### config.mk
export PLATFORM = sky130hd
export DESIGN_NAME = tx_gen_top
export DESIGN_NICKNAME = d
export VERILOG_FILES = /design/src/source/tx_gen_pkg.sv /design/src/source/frame_sequencer.sv /design/src/source/word_fifo.sv /design/src/source/crc_appender.sv /design/src/source/tx_gen_top.sv
export VERILOG_INCLUDE_DIRS = /design/src /design/src/source
export SDC_FILE = /design/constraint.sdc
export NUM_CORES = 2
export LEC_CHECK = 0
export BUFFER_PORTS_ARGS = -buffer_cell sky130_fd_sc_hd__buf_2
export CAP_MARGIN = 20
export CORE_ASPECT_RATIO = 1.75
export CORE_MARGIN = 10
export CORE_UTILIZATION = 35
export CTS_CLUSTER_SIZE = 12
export DETAILED_ROUTE_END_ITERATION = 16
export PLACE_DENSITY = 0.48
export SYNTH_ARGS = -nofsm -noshare
export SYNTH_HDL_FRONTEND = slang
export SYNTH_HIERARCHICAL = 1
export SYNTH_SLANG_ARGS = --single-unit
### constraint.sdc
create_clock -name rst -period 16.2 [get_ports rst]
set_input_delay 0 -clock rst [delete_from_list [all_inputs] [get_ports rst]]
set_output_delay 0 -clock rst [all_outputs]
set_load 0.05 [all_outputs]
### src/source/tx_gen_defines.svh
////////////////////
// widths, counts and fixed words of the
// test traffic generator
////////////////////

`ifndef TX_GEN_DEFINES_SVH
`define TX_GEN_DEFINES_SVH

`define TXG_WORD_W       32            // frame data word
`define TXG_STREAMS      8             // test streams
`define TXG_STREAM_W     3
`define TXG_HDR_WORDS    3             // header words per frame
`define TXG_TAG_WORDS    3             // seq, time, stream/signature
`define TXG_PLEN_W       9             // payload length in words
`define TXG_FLEN_W       16            // frame length in bytes
`define TXG_FIFO_DEPTH   8

// "T" "R" "I" under the stream index
`define TXG_TAG_SIG      24'h54_52_49

`define TXG_RUNT_BYTES   64
`define TXG_JUMBO_BYTES  1518
`define TXG_CRC_INIT     32'hFFFF_FFFF

`endif

### src/source/tx_gen_pkg.sv
////////////////////
// shared types of the generator
// word, stream and length vectors, sequencer states
////////////////////

`default_nettype none

`include "tx_gen_defines.svh"

package tx_gen_pkg;

    typedef logic [`TXG_WORD_W-1:0]   word_t;
    typedef logic [`TXG_STREAM_W-1:0] stream_t;
    typedef logic [`TXG_PLEN_W-1:0]   plen_t;
    typedef logic [`TXG_FLEN_W-1:0]   flen_t;

    // {stream, word}; word 0 is payload control, 1..3 header
    typedef logic [`TXG_STREAM_W+1:0] cfg_addr_t;

    typedef enum logic [1:0] {
        IDLE,
        HEADER,
        PAYLOAD,
        TAG
    } seq_state_t;

endpackage

`default_nettype wire

### src/source/frame_sequencer.sv
////////////////////
// frame producer: config memory, per-stream
// sequence and payload counters, frame FSM
////////////////////

`timescale 1ns/10ps
`default_nettype none

`include "tx_gen_defines.svh"

module frame_sequencer
    import tx_gen_pkg::*;
(
    input  wire            rst,          // clock
    input  wire            clk,          // async reset, active high
    input  wire            req_valid_i,
    input  wire stream_t   req_stream_i,
    input  wire plen_t     req_plen_i,
    output logic           req_ready_o,
    input  wire            cfg_we_i,
    input  wire cfg_addr_t cfg_addr_i,
    input  wire word_t     cfg_wdata_i,
    input  wire word_t     time_i,
    output logic           sq_valid_o,
    output word_t          sq_data_o,
    output logic           sq_last_o,
    output stream_t        sq_stream_o,
    input  wire            sq_ready_i
);

    localparam int    CFG_WORDS = `TXG_STREAMS * 4;
    localparam plen_t HDR_LAST  = plen_t'(`TXG_HDR_WORDS - 1);
    localparam plen_t TAG_LAST  = plen_t'(`TXG_TAG_WORDS - 1);

    word_t      cfg_mem [CFG_WORDS];
    word_t      seq_num [`TXG_STREAMS];
    word_t      pay_cnt [`TXG_STREAMS];

    seq_state_t state;
    plen_t      word_cnt;     // position inside the current section
    stream_t    cur_stream;
    plen_t      cur_plen;
    word_t      ts_q;

    logic       req_xfer;
    logic       sq_xfer;
    logic       incr_mode;
    logic [1:0] hdr_idx;
    word_t      ctrl_word;
    word_t      hdr_word;
    word_t      pay_word;
    word_t      tag_word;

    assign req_ready_o = (state == IDLE);
    assign req_xfer    = req_valid_i && req_ready_o;
    assign sq_xfer     = sq_valid_o && sq_ready_i;

    // configuration writes
    always_ff @(posedge rst) begin
        if (cfg_we_i)
            cfg_mem[cfg_addr_i] <= cfg_wdata_i;
    end

    ////////////////////
    // word select
    ////////////////////

    assign ctrl_word = cfg_mem[{cur_stream, 2'd0}];
    assign incr_mode = ctrl_word[16];
    assign hdr_idx   = word_cnt[1:0] + 2'd1;        // header sits at words 1..3
    assign hdr_word  = cfg_mem[{cur_stream, hdr_idx}];
    assign pay_word  = incr_mode ? pay_cnt[cur_stream] : {4{ctrl_word[7:0]}};

    always_comb begin
        case (word_cnt[1:0])
            2'd0:    tag_word = seq_num[cur_stream];
            2'd1:    tag_word = ts_q;
            default: tag_word = word_t'({cur_stream, `TXG_TAG_SIG});
        endcase
    end

    always_comb begin
        case (state)
            HEADER:  sq_data_o = hdr_word;
            PAYLOAD: sq_data_o = pay_word;
            default: sq_data_o = tag_word;
        endcase
    end

    assign sq_valid_o  = (state != IDLE);
    assign sq_last_o   = (state == TAG) && (word_cnt == TAG_LAST);
    assign sq_stream_o = cur_stream;

    ////////////////////
    // frame FSM
    ////////////////////

    always_ff @(posedge rst or posedge clk) begin
        if (clk) begin
            state      <= IDLE;
            word_cnt   <= '0;
            cur_stream <= '0;
            cur_plen   <= '0;
        end else begin
            case (state)
                IDLE: if (req_xfer) begin
                    state      <= HEADER;
                    word_cnt   <= '0;
                    cur_stream <= req_stream_i;
                    cur_plen   <= req_plen_i;
                end
                HEADER: if (sq_xfer) begin
                    if (word_cnt == HDR_LAST) begin
                        word_cnt <= '0;
                        state    <= (cur_plen == '0) ? TAG : PAYLOAD;   // empty payload skips ahead
                    end else begin
                        word_cnt <= word_cnt + 1'b1;
                    end
                end
                PAYLOAD: if (sq_xfer) begin
                    if (word_cnt == cur_plen - 1'b1) begin
                        word_cnt <= '0;
                        state    <= TAG;
                    end else begin
                        word_cnt <= word_cnt + 1'b1;
                    end
                end
                default: if (sq_xfer) begin
                    if (word_cnt == TAG_LAST) begin
                        word_cnt <= '0;
                        state    <= IDLE;
                    end else begin
                        word_cnt <= word_cnt + 1'b1;
                    end
                end
            endcase
        end
    end

    // per-stream counters
    always_ff @(posedge rst or posedge clk) begin
        if (clk) begin
            for (int i = 0; i < `TXG_STREAMS; i++) begin
                seq_num[i] <= '0;
                pay_cnt[i] <= '0;
            end
        end else if (sq_xfer) begin
            if (state == PAYLOAD && incr_mode)
                pay_cnt[cur_stream] <= pay_cnt[cur_stream] + 1'b1;   // carries into next frame
            if (sq_last_o)
                seq_num[cur_stream] <= seq_num[cur_stream] + 1'b1;
        end
    end

    // time stamp taken as the first tag word goes out
    always_ff @(posedge rst) begin
        if (sq_xfer && state == TAG && word_cnt == '0)
            ts_q <= time_i;
    end

endmodule

`default_nettype wire

### src/source/word_fifo.sv
////////////////////
// frame word FIFO with valid/ready on both sides
////////////////////

`timescale 1ns/10ps
`default_nettype none

`include "tx_gen_defines.svh"

module word_fifo
    import tx_gen_pkg::*;
#(
    parameter int DEPTH = `TXG_FIFO_DEPTH
) (
    input  wire          rst,
    input  wire          clk,
    input  wire          push_valid_i,
    input  wire word_t   push_data_i,
    input  wire          push_last_i,
    input  wire stream_t push_stream_i,
    output logic         push_ready_o,
    output logic         pop_valid_o,
    output word_t        pop_data_o,
    output logic         pop_last_o,
    output stream_t      pop_stream_o,
    input  wire          pop_ready_i
);

    localparam int              AW       = (DEPTH > 1) ? $clog2(DEPTH) : 1;
    localparam logic [AW:0]     FULL_CNT = (AW+1)'(DEPTH);
    localparam logic [AW-1:0]   LAST_PTR = AW'(DEPTH - 1);

    word_t         data_mem   [DEPTH];
    logic          last_mem   [DEPTH];
    stream_t       stream_mem [DEPTH];

    logic [AW-1:0] wr_ptr;
    logic [AW-1:0] rd_ptr;
    logic [AW:0]   count;
    logic          push;
    logic          pop;

    function automatic logic [AW-1:0] ptr_inc(input logic [AW-1:0] p);
        return (p == LAST_PTR) ? '0 : p + 1'b1;
    endfunction

    assign push_ready_o = (count != FULL_CNT);
    assign pop_valid_o  = (count != '0);
    assign push         = push_valid_i && push_ready_o;
    assign pop          = pop_valid_o && pop_ready_i;

    assign pop_data_o   = data_mem[rd_ptr];
    assign pop_last_o   = last_mem[rd_ptr];
    assign pop_stream_o = stream_mem[rd_ptr];

    always_ff @(posedge rst) begin
        if (push) begin
            data_mem[wr_ptr]   <= push_data_i;
            last_mem[wr_ptr]   <= push_last_i;
            stream_mem[wr_ptr] <= push_stream_i;
        end
    end

    always_ff @(posedge rst or posedge clk) begin
        if (clk) begin
            wr_ptr <= '0;
            rd_ptr <= '0;
            count  <= '0;
        end else begin
            if (push)
                wr_ptr <= ptr_inc(wr_ptr);
            if (pop)
                rd_ptr <= ptr_inc(rd_ptr);
            case ({push, pop})
                2'b10:   count <= count + 1'b1;
                2'b01:   count <= count - 1'b1;
                default: count <= count;            // both or neither
            endcase
        end
    end

endmodule

`default_nettype wire

### src/source/crc_appender.sv
////////////////////
// frame consumer: CRC-32 append, sop/eop marking,
// per-frame length statistics
////////////////////

`timescale 1ns/10ps
`default_nettype none

`include "tx_gen_defines.svh"

module crc_appender
    import tx_gen_pkg::*;
(
    input  wire          rst,
    input  wire          clk,
    input  wire          in_valid_i,
    input  wire word_t   in_data_i,
    input  wire          in_last_i,
    input  wire stream_t in_stream_i,
    output logic         in_ready_o,
    output logic         out_valid_o,
    output word_t        out_data_o,
    output logic         out_sop_o,
    output logic         out_eop_o,
    input  wire          out_ready_i,
    output logic         stat_valid_o,
    output stream_t      stat_stream_o,
    output flen_t        stat_len_o,
    output logic         stat_runt_o,
    output logic         stat_jumbo_o
);

    localparam word_t CRC_POLY   = 32'hEDB8_8320;     // reflected 802.3 polynomial
    localparam flen_t WORD_BYTES = flen_t'(`TXG_WORD_W / 8);
    localparam flen_t RUNT_LEN   = flen_t'(`TXG_RUNT_BYTES);
    localparam flen_t JUMBO_LEN  = flen_t'(`TXG_JUMBO_BYTES);

    logic    out_free;
    logic    in_xfer;
    logic    out_xfer;
    logic    sop_pend;       // next accepted word opens a frame
    logic    crc_pend;
    word_t   crc_q;
    word_t   crc_base;
    word_t   fcs;
    flen_t   len_q;
    flen_t   frame_len;
    stream_t frame_stream_q;

    // byte-wise update, most significant byte first
    function automatic word_t crc32_word(input word_t crc_in, input word_t data);
        word_t c;
        c = crc_in;
        for (int b = 3; b >= 0; b--) begin
            c = c ^ word_t'(data[b*8 +: 8]);
            for (int k = 0; k < 8; k++) begin
                c = c[0] ? ((c >> 1) ^ CRC_POLY) : (c >> 1);
            end
        end
        return c;
    endfunction

    assign out_free   = !out_valid_o || out_ready_i;
    assign in_ready_o = out_free && !crc_pend;
    assign in_xfer    = in_valid_i && in_ready_o;
    assign out_xfer   = out_valid_o && out_ready_i;
    assign crc_base   = sop_pend ? `TXG_CRC_INIT : crc_q;
    assign fcs        = ~crc_q;
    assign frame_len  = len_q + WORD_BYTES;            // data bytes plus FCS

    ////////////////////
    // output control
    ////////////////////

    always_ff @(posedge rst or posedge clk) begin
        if (clk) begin
            out_valid_o  <= 1'b0;
            out_sop_o    <= 1'b0;
            out_eop_o    <= 1'b0;
            sop_pend     <= 1'b1;
            crc_pend     <= 1'b0;
            stat_valid_o <= 1'b0;
        end else begin
            stat_valid_o <= out_xfer && out_eop_o;
            if (in_xfer) begin
                out_valid_o <= 1'b1;
                out_sop_o   <= sop_pend;
                out_eop_o   <= 1'b0;
                sop_pend    <= in_last_i;
                crc_pend    <= in_last_i;
            end else if (crc_pend && out_free) begin
                out_valid_o <= 1'b1;                   // CRC word closes the frame
                out_sop_o   <= 1'b0;
                out_eop_o   <= 1'b1;
                crc_pend    <= 1'b0;
            end else if (out_xfer) begin
                out_valid_o <= 1'b0;
                out_sop_o   <= 1'b0;
                out_eop_o   <= 1'b0;
            end
        end
    end

    // data path, CRC and length
    always_ff @(posedge rst) begin
        if (in_xfer) begin
            out_data_o     <= in_data_i;
            crc_q          <= crc32_word(crc_base, in_data_i);
            len_q          <= sop_pend ? WORD_BYTES : len_q + WORD_BYTES;
            frame_stream_q <= in_stream_i;
        end else if (crc_pend && out_free) begin
            // first FCS byte on the wire goes in the top lane
            out_data_o <= {fcs[7:0], fcs[15:8], fcs[23:16], fcs[31:24]};
        end
        if (out_xfer && out_eop_o) begin
            stat_stream_o <= frame_stream_q;
            stat_len_o    <= frame_len;
            stat_runt_o   <= (frame_len < RUNT_LEN);
            stat_jumbo_o  <= (frame_len > JUMBO_LEN);
        end
    end

endmodule

`default_nettype wire

### src/source/tx_gen_top.sv
////////////////////
// generator top: sequencer, FIFO, CRC appender
////////////////////

`timescale 1ns/10ps
`default_nettype none

`include "tx_gen_defines.svh"

module tx_gen_top
    import tx_gen_pkg::*;
(
    input  wire            rst,
    input  wire            clk,
    input  wire            req_valid_i,
    input  wire stream_t   req_stream_i,
    input  wire plen_t     req_plen_i,
    output logic           req_ready_o,
    input  wire            cfg_we_i,
    input  wire cfg_addr_t cfg_addr_i,
    input  wire word_t     cfg_wdata_i,
    input  wire word_t     time_i,
    output logic           out_valid_o,
    output word_t          out_data_o,
    output logic           out_sop_o,
    output logic           out_eop_o,
    input  wire            out_ready_i,
    output logic           stat_valid_o,
    output stream_t        stat_stream_o,
    output flen_t          stat_len_o,
    output logic           stat_runt_o,
    output logic           stat_jumbo_o
);

    logic    sq_valid;
    logic    sq_ready;
    word_t   sq_data;
    logic    sq_last;
    stream_t sq_stream;

    logic    fb_valid;
    logic    fb_ready;
    word_t   fb_data;
    logic    fb_last;
    stream_t fb_stream;

    frame_sequencer u_seq (
        .rst          (rst),
        .clk          (clk),
        .req_valid_i  (req_valid_i),
        .req_stream_i (req_stream_i),
        .req_plen_i   (req_plen_i),
        .req_ready_o  (req_ready_o),
        .cfg_we_i     (cfg_we_i),
        .cfg_addr_i   (cfg_addr_i),
        .cfg_wdata_i  (cfg_wdata_i),
        .time_i       (time_i),
        .sq_valid_o   (sq_valid),
        .sq_data_o    (sq_data),
        .sq_last_o    (sq_last),
        .sq_stream_o  (sq_stream),
        .sq_ready_i   (sq_ready)
    );

    // decouples the next frame from output stalls
    word_fifo #(
        .DEPTH (`TXG_FIFO_DEPTH)
    ) u_fifo (
        .rst           (rst),
        .clk           (clk),
        .push_valid_i  (sq_valid),
        .push_data_i   (sq_data),
        .push_last_i   (sq_last),
        .push_stream_i (sq_stream),
        .push_ready_o  (sq_ready),
        .pop_valid_o   (fb_valid),
        .pop_data_o    (fb_data),
        .pop_last_o    (fb_last),
        .pop_stream_o  (fb_stream),
        .pop_ready_i   (fb_ready)
    );

    crc_appender u_crc (
        .rst           (rst),
        .clk           (clk),
        .in_valid_i    (fb_valid),
        .in_data_i     (fb_data),
        .in_last_i     (fb_last),
        .in_stream_i   (fb_stream),
        .in_ready_o    (fb_ready),
        .out_valid_o   (out_valid_o),
        .out_data_o    (out_data_o),
        .out_sop_o     (out_sop_o),
        .out_eop_o     (out_eop_o),
        .out_ready_i   (out_ready_i),
        .stat_valid_o  (stat_valid_o),
        .stat_stream_o (stat_stream_o),
        .stat_len_o    (stat_len_o),
        .stat_runt_o   (stat_runt_o),
        .stat_jumbo_o  (stat_jumbo_o)
    );

endmodule

`default_nettype wire

==> results_dict.tcl <==
set metrics [dict create \
    drv_cap 0 \
    ys_seq_elements 1995 \
    cts_buffers 204 \
    synth_common_cells "edfxtp_1 (1444), nand2_1 (592), dfrtp_1 (550), mux4_2 (381), o21ai_0 (367)" \
    finalHoldViolations 0 \
    crit_required_ns 16.80 \
    path_delay_family "XOR/XNOR gates" \
    rsz0062_at_grt "no" \
    start_util_pct 35.1 \
    dieArea_sq_mm 0.268 \
    crit_path_top_delay_cell "dfrtp_4" \
    drc_errors 0 \
    report.final.slew_viol_count 0 \
    cts_tree "done" \
    fin_nets 5800 \
    synth_top_area_share_pct 50.2 \
    criticalPathCategory "reg2reg" \
    route.vias.total 50000 \
    hpwl_mm 169 \
    clk_pin_slew_ns 0.06 \
    worst_path_most_repeated_cell "xnor3_2" \
    synth_most_common_cell "edfxtp_1" \
    yosys-top-cells-area "edfxtp_1 (50%), dfrtp_1 (16%), mux4_2 (9.9%)" \
    gp_congestion 0.881 \
    fin_crit_ns 6.40 \
    overflow 0 \
    worstSetupStartpoint "u_fifo/rd_ptr[0]" \
    drt-initial-drc-count 4075 \
    timing.rr.start "u_fifo/rd_ptr[0]" \
    final_antenna_net_count 0 \
    port-buffer-count 141 \
    worst_skew_pair.late_latency_ns 0.89 \
    post_synth_instance_area_sq_mm 0.0863 \
    synth_seq_area_share_pct 66.2 \
    grt_pass1_vias 52300 \
    status "finished clean" \
    cts_setup_buffers 0 \
    wl_mm 271 \
    cp_slowest_stage_delay_ns 1.00 \
    die_y_um 677 \
    skew_ns 0.0664 \
    synth_cells 5445 \
    cts_root_buffer "clkbuf_16" \
    clockBufferDepth 4 \
    crit_path_end_kind "register" \
    htreeDepth 4 \
    finalNonFillerCells 9112 \
    finalSetupViolCount 0 \
    avgSynthCellArea_sq_um 15.8 \
    drt-pass1-iter-count 6 \
    slew_headroom_pct 17.6 \
    hold_class "in2reg" \
    clock_sinks 1995 \
    fin_setup_tns_ns 0 \
    cp_max_fo 44 \
    grtUsageTotal_pct 19.8 \
    via_per_inst 5.48 \
    synth_ff_type "edfxtp_1" \
    area_growth_pct 13.6 \
    synth.distinct_cells 97 \
    synth-edff-count 1444 \
    timing.fmax_ghz 0.156 \
    pre_cts_ws_ns 9.71 \
    period_share_pct 39.5 \
    ys_warn_count 6 \
    setup_ws_ns 9.80 \
    dp_cells 8634 \
    rows 241 \
    synthArstFlopShare_pct 27.6 \
    core_area_sq_mm 0.246 \
    fin_hold_ws_ns 0.0272 \
    wl_per_cell_um 29.8 \
    synth_top_area_cell "edfxtp_1" \
    path_buf_inv 1 \
    grt_start_max_net_pins 95 \
    path_cells "buf_4, mux4_2, mux2_2, xnor2_1, xnor3_2, xnor3_2, xnor3_2, xor2_2, xnor3_2, xor2_2, xnor3_1" \
    pin_count 144 \
    startpoint_type "register" \
    antenna_found_initial 19 \
    layout-drive-gt1-share_pct 21.2 \
    crit_arrival_ns 6.99 \
    tightestPinTransition_ns 1.24 \
    die-width_um 395 \
    worstHoldStart "req_valid_i" \
    grt_pass1_wl_mm 390 \
]
[worst register-to-register path, cell delays in order, from the launching register on]
cell,delay [ns]
dfrtp_4,1.00
buf_4,0.71
mux4_2,0.64
mux2_2,0.38
xnor2_1,0.37
xnor3_2,0.38
xnor3_2,0.53
xnor3_2,0.34
xor2_2,0.39
xnor3_2,0.65
xor2_2,0.32
xnor3_1,0.45
[worst paths after layout]
kind	endpoint	cells after the start	slack, ns
max in group asynchronous	u_seq/pay_cnt[71]	8	11.64
min in group asynchronous	u_crc/out_valid_o	4	0.43
min reg2reg	u_crc/stat_stream_o[0]	0	0.42
max	u_crc/crc_q[22]	11	9.80
min	u_seq/cur_plen[6]	3	0.03
max reg2reg	u_crc/crc_q[22]	11	9.80
[routing by layer]
| metal | GRT usage (%) | wire length (um) | vias to the layer above |
|---|---|---|---|
| met3 | 2.45 | 10900 | 446 |
| met4 | 8.39 | 12900 | 12 |
| met2 | 36.3 | 144000 | 1371 |
| met5 | 0 | 79 | - |
| met1 | 23.2 | 103000 | 26500 |
| li1 | - | - | 21600 |
[sequential cells by signal, summed over array words and instances, names as in the netlist, 2 cells and up]
name,flops
u_crc/crc_q,32
u_seq/cfg_mem,1024
u_fifo/rd_ptr,3
u_crc/stat_len_o,14
u_fifo/data_mem,256
u_fifo/count,4
u_crc/stat_stream_o,3
u_fifo/stream_mem,24
u_seq/ts_q,32
u_fifo/last_mem,8
u_seq/cur_plen,9
u_fifo/wr_ptr,3
u_crc/frame_stream_q,3
u_crc/out_data_o,32
u_crc/len_q,14
u_seq/pay_cnt,256
u_seq/state,2
u_seq/sq_stream_o,3
u_seq/seq_num,256
u_seq/word_cnt,9
[cell families after synthesis]
kind of cell	count (synthesis)	synth area share, %
buffers and inverters	416	2.24
flip-flops	1995	66.2
other	1	0.00435
multiplexers	656	13.8
adder cells (fa/ha/maj)	21	0.313
AND/OR/NAND/NOR	1107	5.94
XOR/XNOR	338	4.59
AO/OA/AOI/OAI	911	6.88
[placed cells by master, fill, tap and decap left out, drive strengths merged, types with 25 or more instances in the layout]
| cell type | count |
|---|---|
| edfxtp | 1444 |
| nand2 | 593 |
| dfrtp | 550 |
| mux4 | 402 |
| o21ai | 378 |
| clkbuf | 304 |
| buf | 285 |
| xnor2 | 206 |
| a22oi | 198 |
| mux2 | 192 |
| nor2 | 179 |
| dlygate4sd3 | 132 |
| o31ai | 88 |
| xor2 | 80 |
| a221oi | 78 |
| mux2i | 62 |
| nand3 | 59 |
| nand4 | 59 |
| a21oi | 53 |
| xnor3 | 47 |
| inv | 42 |
| nor3 | 35 |
| clkinv | 26 |
| a31oi | 25 |
[per-stage QoR]
| stage | util (%) | area [sq um] |
|---|---|---|
| global placement | 37.0 | 90800 |
| detailed placement | 37.0 | 90900 |
| global route | 39.9 | 98100 |
| floorplan | - | 86300 |
| finish | 39.9 | 98100 |
| CTS | 39.9 | 98000 |
[area by class of cell]
type                    instances  area [sq um]
repair buffers                417          3140
clock inverters                31           228
well taps                    3280          4100
multi-input cells            3035         27600
fillers                     22600        148000
inverters                      40           159
clock buffers                 304          5630
diodes                         10          25.0
flip-flops and latches       1995         57200
[repair_timing]
action                                 4_1_cts  5_1_grt
hold buffers                               132        0
endpoints found under the hold margin     1396        0
gates resized for setup                      0        0
Power is not shown: default switching activity piles up to over one toggle a cycle in this logic, so the estimate is an artifact.
